--- config.mk ---
export PLATFORM = sky130hd
export DESIGN_NAME = tart_correlator
export DESIGN_NICKNAME = d
export VERILOG_FILES = /design/src/logic/tart_bus_pkg.sv /design/src/logic/tart_cfg_pkg.sv /design/src/logic/tart_correlator.sv /design/src/logic/visibility_bus.sv /design/src/logic/correlator_block.sv /design/src/logic/bank_switch.sv /design/src/logic/hilbert_approx.sv
export SDC_FILE = /design/constraint.sdc
export NUM_CORES = 1
export LEC_CHECK = 0
export ABC_AREA = 1
export BUFFER_PORTS_ARGS = -buffer_cell sky130_fd_sc_hd__buf_2
export CAP_MARGIN = 20
export CORE_MARGIN = 2
export CORE_UTILIZATION = 65
export CTS_CLUSTER_SIZE = 30
export DETAILED_ROUTE_END_ITERATION = 16
export GPL_TIMING_DRIVEN = 0
export HOLD_SLACK_MARGIN = 0.15
export PLACE_DENSITY_LB_ADDON = 0.3
export SETUP_SLACK_MARGIN = 0.02
export SKIP_CTS_REPAIR_TIMING = 1
export SLEW_MARGIN = 20
export SYNTH_ARGS = -nofsm -noshare
export SYNTH_HDL_FRONTEND = slang
export SYNTH_SLANG_ARGS = --single-unit
--- constraint.sdc ---
create_clock -name clk_i -period 13.68 [get_ports clk_i]
set_input_delay 0.684 -clock clk_i [delete_from_list [all_inputs] [get_ports clk_i]]
set_output_delay 0.684 -clock clk_i [all_outputs]
set_load 0.1 [all_outputs]
--- src/logic/tart_bus_pkg.sv ---
package tart_bus_pkg;

   // ------------------------------
   // Address and data
   // ------------------------------
   parameter int ADR_W = 8;
   parameter int DAT_W = 16;

   typedef logic [ADR_W-1:0] adr_t;
   typedef logic [DAT_W-1:0] dat_t;

   // Unit field sits in the top address bits
   parameter int UNIT_W = 2;
   parameter int OFS_W  = ADR_W - UNIT_W;  // Offset inside a unit
   parameter int IDX_W  = 3;               // Counter select inside a block

   typedef enum logic [UNIT_W-1:0] {
      UNIT_BLK0 = 2'd0,  // Correlator block 0
      UNIT_BLK1 = 2'd1,  // Correlator block 1
      UNIT_SYS  = 2'd2,  // System registers
      UNIT_NONE = 2'd3   // Unmapped
   } unit_e;

   // System register offsets
   parameter logic [OFS_W-1:0] SYS_BLKSIZE = 6'd0;  // RW, block size - 1
   parameter logic [OFS_W-1:0] SYS_BANK    = 6'd1;  // RO, bank index

endpackage

--- src/logic/tart_cfg_pkg.sv ---
package tart_cfg_pkg;

   // ------------------------------
   // Array defaults
   // ------------------------------
   parameter int NANT_DEF   = 4;   // Antennas
   parameter int ACC_W_DEF  = 16;  // Accumulator width, also caps block size
   parameter int BANK_W_DEF = 4;   // Bank index width

   // Visibility count, or the block size
   typedef logic [ACC_W_DEF-1:0]  count_t;
   // Bank index
   typedef logic [BANK_W_DEF-1:0] bank_t;

   // Block size after reset, minus one, so 16 samples per block
   parameter count_t BLK_SIZE_RST = count_t'(15);

   // ------------------------------
   // Baseline tables
   // ------------------------------
   parameter int PAIRS_PER_BLK = 3;
   parameter int NPAIRS        = 2 * PAIRS_PER_BLK;

   // Pair n correlates antenna PAIR_A[n] with antenna PAIR_B[n]
   // Block 0 owns pairs 0..2, block 1 owns pairs 3..5
   parameter int PAIR_A [0:NPAIRS-1] = '{0, 0, 0, 1, 1, 2};
   parameter int PAIR_B [0:NPAIRS-1] = '{1, 2, 3, 2, 3, 3};

   // Counters per block, a real and an imaginary one per pair
   parameter int CNT_PER_BLK = 2 * PAIRS_PER_BLK;

endpackage
--- src/logic/tart_correlator.sv ---
`timescale 1ns/1ps

module tart_correlator
   import tart_cfg_pkg::*;
   import tart_bus_pkg::*;
#(
   parameter int NANT   = NANT_DEF,
   parameter int ACC_W  = ACC_W_DEF,
   parameter int BANK_W = BANK_W_DEF
) (
   input  logic            clk_i,
   input  logic            rst,
   input  logic            en_i,    // Antenna sample strobe
   input  logic [NANT-1:0] ant_i,
   input  logic            req_i,   // Register bus
   input  logic            we_i,
   input  adr_t            adr_i,
   input  dat_t            dat_i,
   output logic            ack_o,
   output logic            err_o,
   output dat_t            dat_o,
   output bank_t           bank_o
);

   logic [NANT-1:0] re, im;
   logic            smp_valid;
   logic            swap;
   count_t          blk_size;
   bank_t           bank;
   logic [1:0]      rd_sel;
   logic [2:0]      rd_idx;
   count_t          rd_dat [2];

   // ------------------------------
   // Sample path
   // ------------------------------
   hilbert_approx #(.NANT(NANT)) u_hilbert (
      .clk_i, .rst, .en_i, .ant_i,
      .re_o(re), .im_o(im), .valid_o(smp_valid)
   );

   bank_switch #(.ACC_W(ACC_W), .BANK_W(BANK_W)) u_bank_switch (
      .clk_i, .rst,
      .valid_i(smp_valid), .blk_size_i(blk_size),
      .swap_o(swap), .bank_o(bank)
   );

   // Both blocks share the boundary, each owns half the pairs
   for (genvar b = 0; b < 2; b++) begin : g_blk
      correlator_block #(.NANT(NANT), .ACC_W(ACC_W), .BLK_ID(b)) u_blk (
         .clk_i, .rst,
         .valid_i(smp_valid), .swap_i(swap),
         .re_i(re), .im_i(im),
         .rd_sel_i(rd_sel[b]), .rd_idx_i(rd_idx), .rd_dat_o(rd_dat[b])
      );
   end

   // ------------------------------
   // Register bus
   // ------------------------------
   visibility_bus #(.ACC_W(ACC_W)) u_bus (
      .clk_i, .rst, .req_i, .we_i, .adr_i, .dat_i,
      .ack_o, .err_o, .dat_o,
      .blk_size_o(blk_size), .bank_i(bank),
      .rd_sel_o(rd_sel), .rd_idx_o(rd_idx),
      .rd_dat0_i(rd_dat[0]), .rd_dat1_i(rd_dat[1])
   );

   assign bank_o = bank;

endmodule

--- src/logic/visibility_bus.sv ---
`timescale 1ns/1ps

module visibility_bus
   import tart_cfg_pkg::*;
   import tart_bus_pkg::*;
#(
   parameter int ACC_W = ACC_W_DEF
) (
   input  logic       clk_i,
   input  logic       rst,
   input  logic       req_i,       // One access per cycle, never stalled
   input  logic       we_i,
   input  adr_t       adr_i,
   input  dat_t       dat_i,
   output logic       ack_o,
   output logic       err_o,
   output dat_t       dat_o,
   output count_t     blk_size_o,  // Block size - 1
   input  bank_t      bank_i,
   output logic [1:0] rd_sel_o,    // One select per block
   output logic [2:0] rd_idx_o,
   input  count_t     rd_dat0_i,
   input  count_t     rd_dat1_i
);

   unit_e            unit;
   logic [OFS_W-1:0] ofs;
   logic             bad;         // Unmapped or illegal access

   // Stage 1, decoded request
   logic  s1_vld_q, s1_err_q;
   logic  s1_rd_q;                // Read, so data returns
   logic  s1_bank_q;              // System read of BANK
   unit_e s1_unit_q;

   count_t blk_size_q;
   dat_t   rd_mux;

   // ------------------------------
   // Cycle 0, decode
   // ------------------------------
   assign unit = unit_e'(adr_i[ADR_W-1 -: UNIT_W]);
   assign ofs  = adr_i[OFS_W-1:0];

   always_comb begin
      case (unit)
         UNIT_BLK0, UNIT_BLK1: bad = we_i;  // Blocks are read-only
         UNIT_SYS: begin
            if (ofs == SYS_BANK)
               bad = we_i;
            else
               bad = (ofs != SYS_BLKSIZE);  // Hole in system space
         end
         default: bad = 1'b1;
      endcase
   end

   // Block reads go out now so the data lands for cycle 2
   assign rd_sel_o[0] = req_i & ~we_i & (unit == UNIT_BLK0);
   assign rd_sel_o[1] = req_i & ~we_i & (unit == UNIT_BLK1);
   assign rd_idx_o    = adr_i[IDX_W-1:0];

   always_ff @(posedge clk_i) begin
      if (rst) begin
         s1_vld_q <= 1'b0;
         s1_err_q <= 1'b0;
      end else begin
         s1_vld_q <= req_i;
         s1_err_q <= req_i & bad;
      end
      s1_rd_q   <= ~we_i;
      s1_unit_q <= unit;
      s1_bank_q <= (ofs == SYS_BANK);
   end

   // Top bit held clear so a full block cannot overflow a counter
   always_ff @(posedge clk_i) begin
      if (rst)
         blk_size_q <= BLK_SIZE_RST;
      else if (req_i & we_i & (unit == UNIT_SYS) & (ofs == SYS_BLKSIZE))
         blk_size_q <= count_t'({1'b0, dat_i[ACC_W-2:0]});
   end

   assign blk_size_o = blk_size_q;

   // ------------------------------
   // Cycle 1, data select
   // ------------------------------
   always_comb begin
      case (s1_unit_q)
         UNIT_BLK0: rd_mux = dat_t'(rd_dat0_i);
         UNIT_BLK1: rd_mux = dat_t'(rd_dat1_i);
         default:   rd_mux = s1_bank_q ? dat_t'(bank_i) : dat_t'(blk_size_q);
      endcase
   end

   // Response registered, out in cycle 2
   always_ff @(posedge clk_i) begin
      if (rst) begin
         ack_o <= 1'b0;
         err_o <= 1'b0;
      end else begin
         ack_o <= s1_vld_q & ~s1_err_q;
         err_o <= s1_vld_q & s1_err_q;
      end
      if (s1_vld_q & ~s1_err_q & s1_rd_q)
         dat_o <= rd_mux;  // Held on writes and errors
   end

endmodule

--- src/logic/correlator_block.sv ---
`timescale 1ns/1ps

module correlator_block
   import tart_cfg_pkg::*;
#(
   parameter int NANT   = NANT_DEF,
   parameter int ACC_W  = ACC_W_DEF,
   parameter int BLK_ID = 0         // Picks pairs from the tables
) (
   input  logic            clk_i,
   input  logic            rst,
   input  logic            valid_i,   // Sample strobe
   input  logic            swap_i,    // Block boundary
   input  logic [NANT-1:0] re_i,
   input  logic [NANT-1:0] im_i,
   input  logic            rd_sel_i,  // Read of this block
   input  logic [2:0]      rd_idx_i,  // pair*2 + part
   output count_t          rd_dat_o
);

   localparam int BASE = BLK_ID * PAIRS_PER_BLK;  // First global pair

   logic [CNT_PER_BLK-1:0] agree;            // Sign agreement per counter
   logic [ACC_W-1:0]       acc_q [CNT_PER_BLK];
   logic [ACC_W-1:0]       frz_q [CNT_PER_BLK];  // Last finished block
   logic [ACC_W-1:0]       sum   [CNT_PER_BLK];
   logic [ACC_W-1:0]       rd_mux;
   count_t                 rd_dat_q;

   // ------------------------------
   // Agreement per pair
   // ------------------------------
   // One-bit samples agree in sign when the bits are equal
   for (genvar p = 0; p < PAIRS_PER_BLK; p++) begin : g_pair
      localparam int ANT_A = PAIR_A[BASE + p];
      localparam int ANT_B = PAIR_B[BASE + p];

      assign agree[2*p]   = (re_i[ANT_A] == re_i[ANT_B]);  // Real x real
      assign agree[2*p+1] = (re_i[ANT_A] == im_i[ANT_B]);  // Real x imag
   end

   // Next count, with the current sample folded in
   for (genvar i = 0; i < CNT_PER_BLK; i++) begin : g_sum
      assign sum[i] = acc_q[i] + {{(ACC_W-1){1'b0}}, valid_i & agree[i]};
   end

   // ------------------------------
   // Accumulate and freeze
   // ------------------------------
   always_ff @(posedge clk_i) begin
      if (rst) begin
         for (int i = 0; i < CNT_PER_BLK; i++) begin
            acc_q[i] <= '0;
            frz_q[i] <= '0;
         end
      end else if (swap_i) begin
         // Finished block moves to readout, accumulators restart
         for (int i = 0; i < CNT_PER_BLK; i++) begin
            frz_q[i] <= sum[i];
            acc_q[i] <= '0;
         end
      end else if (valid_i) begin
         for (int i = 0; i < CNT_PER_BLK; i++) begin
            acc_q[i] <= sum[i];
         end
      end
   end

   // ------------------------------
   // Readout
   // ------------------------------
   // Indices past the last counter read as zero
   always_comb begin
      rd_mux = '0;
      for (int i = 0; i < CNT_PER_BLK; i++) begin
         if (rd_idx_i == 3'(i))
            rd_mux = frz_q[i];
      end
   end

   // Held between reads
   always_ff @(posedge clk_i) begin
      if (rd_sel_i)
         rd_dat_q <= count_t'(rd_mux);  // Ready the cycle after select
   end

   assign rd_dat_o = rd_dat_q;

endmodule

--- src/logic/bank_switch.sv ---
`timescale 1ns/1ps

module bank_switch
   import tart_cfg_pkg::*;
#(
   parameter int ACC_W  = ACC_W_DEF,
   parameter int BANK_W = BANK_W_DEF
) (
   input  logic   clk_i,
   input  logic   rst,
   input  logic   valid_i,     // One valid sample this cycle
   input  count_t blk_size_i,  // Samples per block, minus one
   output logic   swap_o,      // Block boundary pulse
   output bank_t  bank_o
);

   logic [ACC_W-1:0]  smp_cnt_q;  // Valid samples so far in this block
   logic [BANK_W-1:0] bank_q;
   logic              last;       // This sample closes the block

   // ------------------------------
   // Block boundary
   // ------------------------------
   // Size is sampled at the compare, so a new size hits the open block
   assign last   = (smp_cnt_q == blk_size_i);
   assign swap_o = valid_i & last;

   // Sample counter
   always_ff @(posedge clk_i) begin
      if (rst) begin
         smp_cnt_q <= '0;
      end else if (valid_i) begin
         if (last)
            smp_cnt_q <= '0;  // Restart with the next block
         else
            smp_cnt_q <= smp_cnt_q + 1'b1;
      end
   end

   // ------------------------------
   // Bank index
   // ------------------------------
   always_ff @(posedge clk_i) begin
      if (rst)
         bank_q <= '0;
      else if (swap_o)
         bank_q <= bank_q + 1'b1;  // Wraps
   end

   // Visible the cycle after the swap
   assign bank_o = bank_q;

endmodule

--- src/logic/hilbert_approx.sv ---
`timescale 1ns/1ps

module hilbert_approx #(
   parameter int NANT = 4
) (
   input  logic            clk_i,
   input  logic            rst,
   input  logic            en_i,    // Sample strobe
   input  logic [NANT-1:0] ant_i,   // One-bit samples, one per antenna
   output logic [NANT-1:0] re_o,
   output logic [NANT-1:0] im_o,
   output logic            valid_o
);

   logic [NANT-1:0] smp_new_q;  // Newest sample
   logic [NANT-1:0] smp_old_q;  // The one before it
   logic            primed_q;   // At least one sample taken
   logic            valid_q;

   // ------------------------------
   // Sample history
   // ------------------------------
   always_ff @(posedge clk_i) begin
      if (en_i) begin
         smp_new_q <= ant_i;
         smp_old_q <= smp_new_q;  // Shift down one
      end
   end

   // Valid only once both history slots hold real samples
   always_ff @(posedge clk_i) begin
      if (rst) begin
         primed_q <= 1'b0;
         valid_q  <= 1'b0;
      end else begin
         if (en_i)
            primed_q <= 1'b1;
         valid_q <= en_i & primed_q;  // Second and later samples
      end
   end

   // Quarter-period delay stands in for the 90 degree shift
   assign re_o    = smp_new_q;
   assign im_o    = smp_old_q;  // Previous sample as imaginary
   assign valid_o = valid_q;

endmodule

# Word-level counts from Yosys, hierarchy flattened
# Memories as Yosys holds them, arrays and structs flattened.
# Cells that the tools add are included.
totals:
  ff_bits: 101
  wordCells: 187
  mem_bits_ro: 0
  input_bits: 33
  latch_bits: 0
  ram_bits: 384
  mem_count: 4
mem_list:
  columns: ["name", "words", "word_bits", "rd", "rd_clocked_by_memory_dff", "wr", "line_no", "text"]
  rows:
  - ["g_blk[0].u_blk.acc_q", 6, 16, 6, 0, 6, "correlator_block.sv:24", "logic [ACC_W-1:0] acc_q [CNT_PER_BLK];"]
  - ["g_blk[0].u_blk.frz_q", 6, 16, 6, 0, 6, "correlator_block.sv:25", "logic [ACC_W-1:0] frz_q [CNT_PER_BLK];"]
  - ["g_blk[1].u_blk.acc_q", 6, 16, 6, 0, 6, "correlator_block.sv:24", null]
  - ["g_blk[1].u_blk.frz_q", 6, 16, 6, 0, 6, "correlator_block.sv:25", null]
op_classes:
  order_cmp: 0
  n_shift: 0
  eq_ne: 22
  n_mul: 0
  div: 0
  n_mux: 62
  add_sub_neg: 14
  n_reduce_logical: 6
  bitwise_logic: 62
op_table:
  columns: ["operator", "n"]
  rows:
  - ["$mux W16", 49]
  - ["$add A16 B1 Y16", 12]
  - ["$or A1 B1 Y1", 36]
  - ["$pmux W16 S2", 1]
  - ["$and A1 B1 Y1", 24]
  - ["$add A16 B1 Y16 const B", 1]
  - ["$eq A16 B15 Y1", 1]
  - ["$mux W15", 1]
  - ["$eq A1 B1 Y1", 12]
  - ["$mux W1", 10]
  - ["$eq A3 B2 Y1 const B", 2]
  - ["$eq A3 B3 Y1 const B", 2]
  - ["$eq A6 B1 Y1 const B", 1]
  - ["$logic_not A6 Y1", 1]
  - ["$reduce_bool A6 Y1", 1]
  - ["$add A4 B1 Y4 const B", 1]
  - ["$eq A2 B1 Y1 const B", 2]
  - ["$logic_not A2 Y1", 2]
  - ["$eq A3 B1 Y1 const B", 1]
  - ["$logic_not A3 Y1", 1]
  - ["$eq A2 B2 Y1 const B", 1]
  - ["$not A1 Y1", 2]
  - ["$pmux W1 S2", 1]
  - ["$reduce_or A2 Y1", 1]

# Longest topological paths before layout
logic_depth:
  depth_word: 7
  depth_mapped: 14

# Cells and area by module
# From an unflattened synthesis, not the netlist that was laid out.
unflattened:
  hier_cells: 2698
  area_unflattened_um2: 24199.5
modules_own_cells:
  columns: ["mod", "seq_area_each_um2", "cells_per_inst", "instances", "area_per_inst_um2"]
  rows:
  - ["correlator_block (g_blk[0].u_blk)", 6246.0, 1126, 1, 10411.2]
  - ["correlator_block (g_blk[1].u_blk)", 6246.0, 1123, 1, 10400.0]
  - ["visibility_bus", 940.9, 224, 1, 1793.0]
  - ["bank_switch", 400.4, 209, 1, 1292.5]
  - ["hilbert_approx", 280.3, 16, 1, 302.8]

# Least setup slack after synthesis
# No wires, ideal clock.
synth_path:
  kind: "in2reg"
  startpoint: "input port rst"
  endpoint: "memory g_blk[0].u_blk.acc_q[0][0] (netlist bit), enable pin"
  path_stages: 3
  path_slack_ns: 8.374
  arrival_time_ns: 4.761
  n_path_buf: 1
  required_ns: 13.135
  setup_time_ns: 0.545
  cell_sequence: "clkbuf_1 -> nor2_1 -> inv_1"
synth_rtl:
  columns: ["item", "line_no", "text"]
  rows:
  - ["start, declared", "tart_correlator.sv:12", "input logic rst,"]
  - ["end, declared", "correlator_block.sv:24", null]

==> results.sh <==
export IMPL_hold_class="in -> reg"
export IMPL_cp_slowest_cell="nor3_1"
export IMPL_required_ps=13970
export IMPL_p_switching_uw=717
export IMPL_overflow=0
export IMPL_avgSynthCellArea_um2=10.2
export IMPL_htreeDepth=2
export IMPL_cts_made_buffers=48
export IMPL_status="finished, final reports clean"
export IMPL_path_cells="buf_2 > clkbuf_1 > o21ai_0 > a21oi_1 > ha_1 > nand3_1 > nor3_1 > nand2_1 > nor2_1 > nand2_1 > xor2_1 > nor2_1"
export IMPL_relSlewSlack_pct=37.8
export IMPL_synth_flop_cell="edfxtp_1"
export IMPL_rsz0062_at_grt="no"
export IMPL_drtIter0Drc=1543
export IMPL_wire_per_inst_um=19.3
export IMPL_grt_pass1_vias=15700
export IMPL_max_stage_delay_ps=410
export IMPL_setup_ws_ps=10220
export IMPL_root_buffer="clkbuf_16"
export IMPL_start_util_pct=65.6
export IMPL_route_detailed_drc=0
export IMPL_wl_um=54100
export IMPL_cts_tree="built"
export IMPL_pwr_share_comb_pct=4.9
export IMPL_placementRows=68
export IMPL_drive_above_1_share_pct=7.77
export IMPL_via_count=16300
export IMPL_synth_edf_count=439
export IMPL_area_delta_synth_final_pct=11.4
export IMPL_grt_pass1_wl_um=83700
export IMPL_antenna_left=0
export IMPL_nNetsFinal=2364
export IMPL_critPathBufInv=2
export IMPL_timing_rr_start="u_hilbert.valid_o"
export IMPL_clock_path_buffers=3
export IMPL_worstHoldStart="adr_i[6]"
export IMPL_seqPwrFrac_pct=53.0
export IMPL_clkPwrFrac_pct=42.2
export IMPL_hold_viol=0
export IMPL_async_flop_share_pct=0
export IMPL_crit_path_max_fanout=10
export IMPL_grt_max_degree=112
export IMPL_portBuffers=52
export IMPL_ios=55
export IMPL_cp_end_kind="register"
export IMPL_ys_seq_area_share_pct=62.6
export IMPL_die_area_um2=36100
export IMPL_ir_worst_vdd_mv=0.120
export IMPL_vias_per_cell=5.82
export IMPL_antenna_found_initial=1
export IMPL_fin_crit_ps=3460
export IMPL_leakage_nw=9.35
export IMPL_p_int_mw=2.51
export IMPL_p_total_mw=3.22
export IMPL_syn_num_nets=2257
export IMPL_clock_latency_ps=580
export IMPL_crit_family="simple AND/OR/NAND/NOR gates"
export IMPL_arrival_ps=3760
export IMPL_layout_commonest_cell="nor2_1"
export IMPL_setup_viol=0
export IMPL_synth_distinct_cells=31
export IMPL_syn_area_um2=22500
export IMPL_min_period_over_period_pct=25.3
export IMPL_ys_seq_elements=484
export IMPL_gp_congestion=0.934
export IMPL_yosysWarnings=0
export IMPL_fmax_mhz=289
export IMPL_gr_usage_all_layers_pct=30.5
export IMPL_cellPowerDensity_nw_per_um2=129
export IMPL_crit_type="reg -> reg"
export IMPL_die_w_um=190
export IMPL_final_cell_mix="547 x nor2_1, 439 x edfxtp_1, 334 x nand2_1"
export IMPL_worst_pin_slew_ps=933
export IMPL_drtPass1Iterations=6
export IMPL_start_kind="register"
export IMPL_syn_instance_count=2197
export IMPL_pre_cts_slack_ps=10370
export IMPL_skew_ps=19.9
export IMPL_clock_sinks=484
export IMPL_p_sw_share_pct=22.2
export IMPL_core_area_um2=34300
export IMPL_drv_slew=0
export IMPL_dp_hpwl_um=38300
export IMPL_fin_setup_tns_ps=0
export IMPL_die_h_um=190
export IMPL_cap_violations=0
export IMPL_path_clk_slew_ps=70
export IMPL_crit_start="u_hilbert.valid_o"
-- cells in the mapped netlist (all sizes together), types with 30 or more instances --
cell type / number / share of area [%]
a21oi: 30 / 0.67
a221oi: 32 / 1.2
buf: 41 / 1.5
clkbuf: 33 / 0.55
dfxtp: 45 / 4.0
edfxtp: 439 / 59
inv: 229 / 3.8
nand2: 335 / 5.6
nand3: 94 / 2.1
nand4: 69 / 1.9
nor2: 550 / 9.3
nor3: 45 / 1.0
o21ai: 33 / 0.73
xnor2: 79 / 3.1
xor2: 97 / 3.8
-- state kept, by name (all words and copies together), names as in the netlist, 3 cells and up --
register / count
u_bank_switch.bank_o: 4
g_blk.u_blk.frz_q: 192
u_hilbert.im_o: 3
g_blk.u_blk.rd_dat_o: 32
u_bank_switch.smp_cnt_q: 16
u_hilbert.re_o: 4
g_blk.u_blk.acc_q: 192
u_bus.dat_o: 16
u_bus.blk_size_o: 15
-- kinds of logic (layout without fill, tap and decap cells) --
| family | Yosys count | after routing | share of synthesized area, % |
|---|---|---|---|
| AO/OA/AOI/OAI | 104 | 104 | 2.99 |
| buffers and inverters | 303 | 448 | 5.84 |
| XOR/XNOR | 176 | 176 | 6.85 |
| adder cells (fa/ha/maj) | 27 | 27 | 1.50 |
| AND/OR/NAND/NOR | 1103 | 1103 | 20.2 |
| flip-flops | 484 | 484 | 62.6 |
| other | 0 | 1 | 0 |
-- layout make-up --
type | instances | area, um^2
sequential | 484 | 14100
fill | 2255 | 9230
multi-input combinational | 1410 | 7110
clock buffer | 56 | 1230
inverter | 229 | 867
tap | 455 | 569
buffer | 74 | 464
clock inverter | 32 | 377
timing repair buffer | 57 | 358
antenna | 1 | 2.50
-- path summary, 6_finish.rpt --
path	end	cells after the start	slack, ps
worst min register to register	u_bus.ack_o	1	440
worst max-delay path	g_blk[1].u_blk.frz_q[0][63]	12	10220
worst max register to register	g_blk[1].u_blk.frz_q[0][63]	12	10220
worst min-delay path	u_bus.s1_unit_q[0]	1	250
-- per-layer routing --
metal  share of wire (%)  vias up  track usage [%]
li1                    -     7532                -
met1                  40     7783             40.7
met2                  47      798             50.1
met3                 8.2      160             4.85
met4                 4.5        0             13.1
met5                   0        -                0
-- metrics by stage --
step	utilization [%]	instance area [um^2]	cells	hold slack (ps)
after floorplan	-	22500	2197	396
after global placement	68.0	23300	2704	402
after detailed placement	68.4	23500	2709	415
after CTS	73.1	25100	2797	235
after global routing	73.1	25100	2798	235
final	73.1	25100	2798	249
-- power by group through the flow --
stage               clock network (mW)  logic (mW)  registers [mW]
floorplan                            0      0.0913            1.74
global placement                     0       0.144            1.75
detailed placement                   0       0.153            1.74
CTS                               1.36       0.155            1.71
global route                      1.42       0.170            1.71
finish                            1.36       0.157            1.71
-- worst reg2reg max path, stage by stage, from the launching register on --
cell	delay [ps]
dfxtp_1	400
buf_2	320
clkbuf_1	330
o21ai_0	160
a21oi_1	380
ha_1	260
nand3_1	130
nor3_1	410
nand2_1	200
nor2_1	190
nand2_1	100
xor2_1	250
nor2_1	70
(Power assumes the default switching activity.)
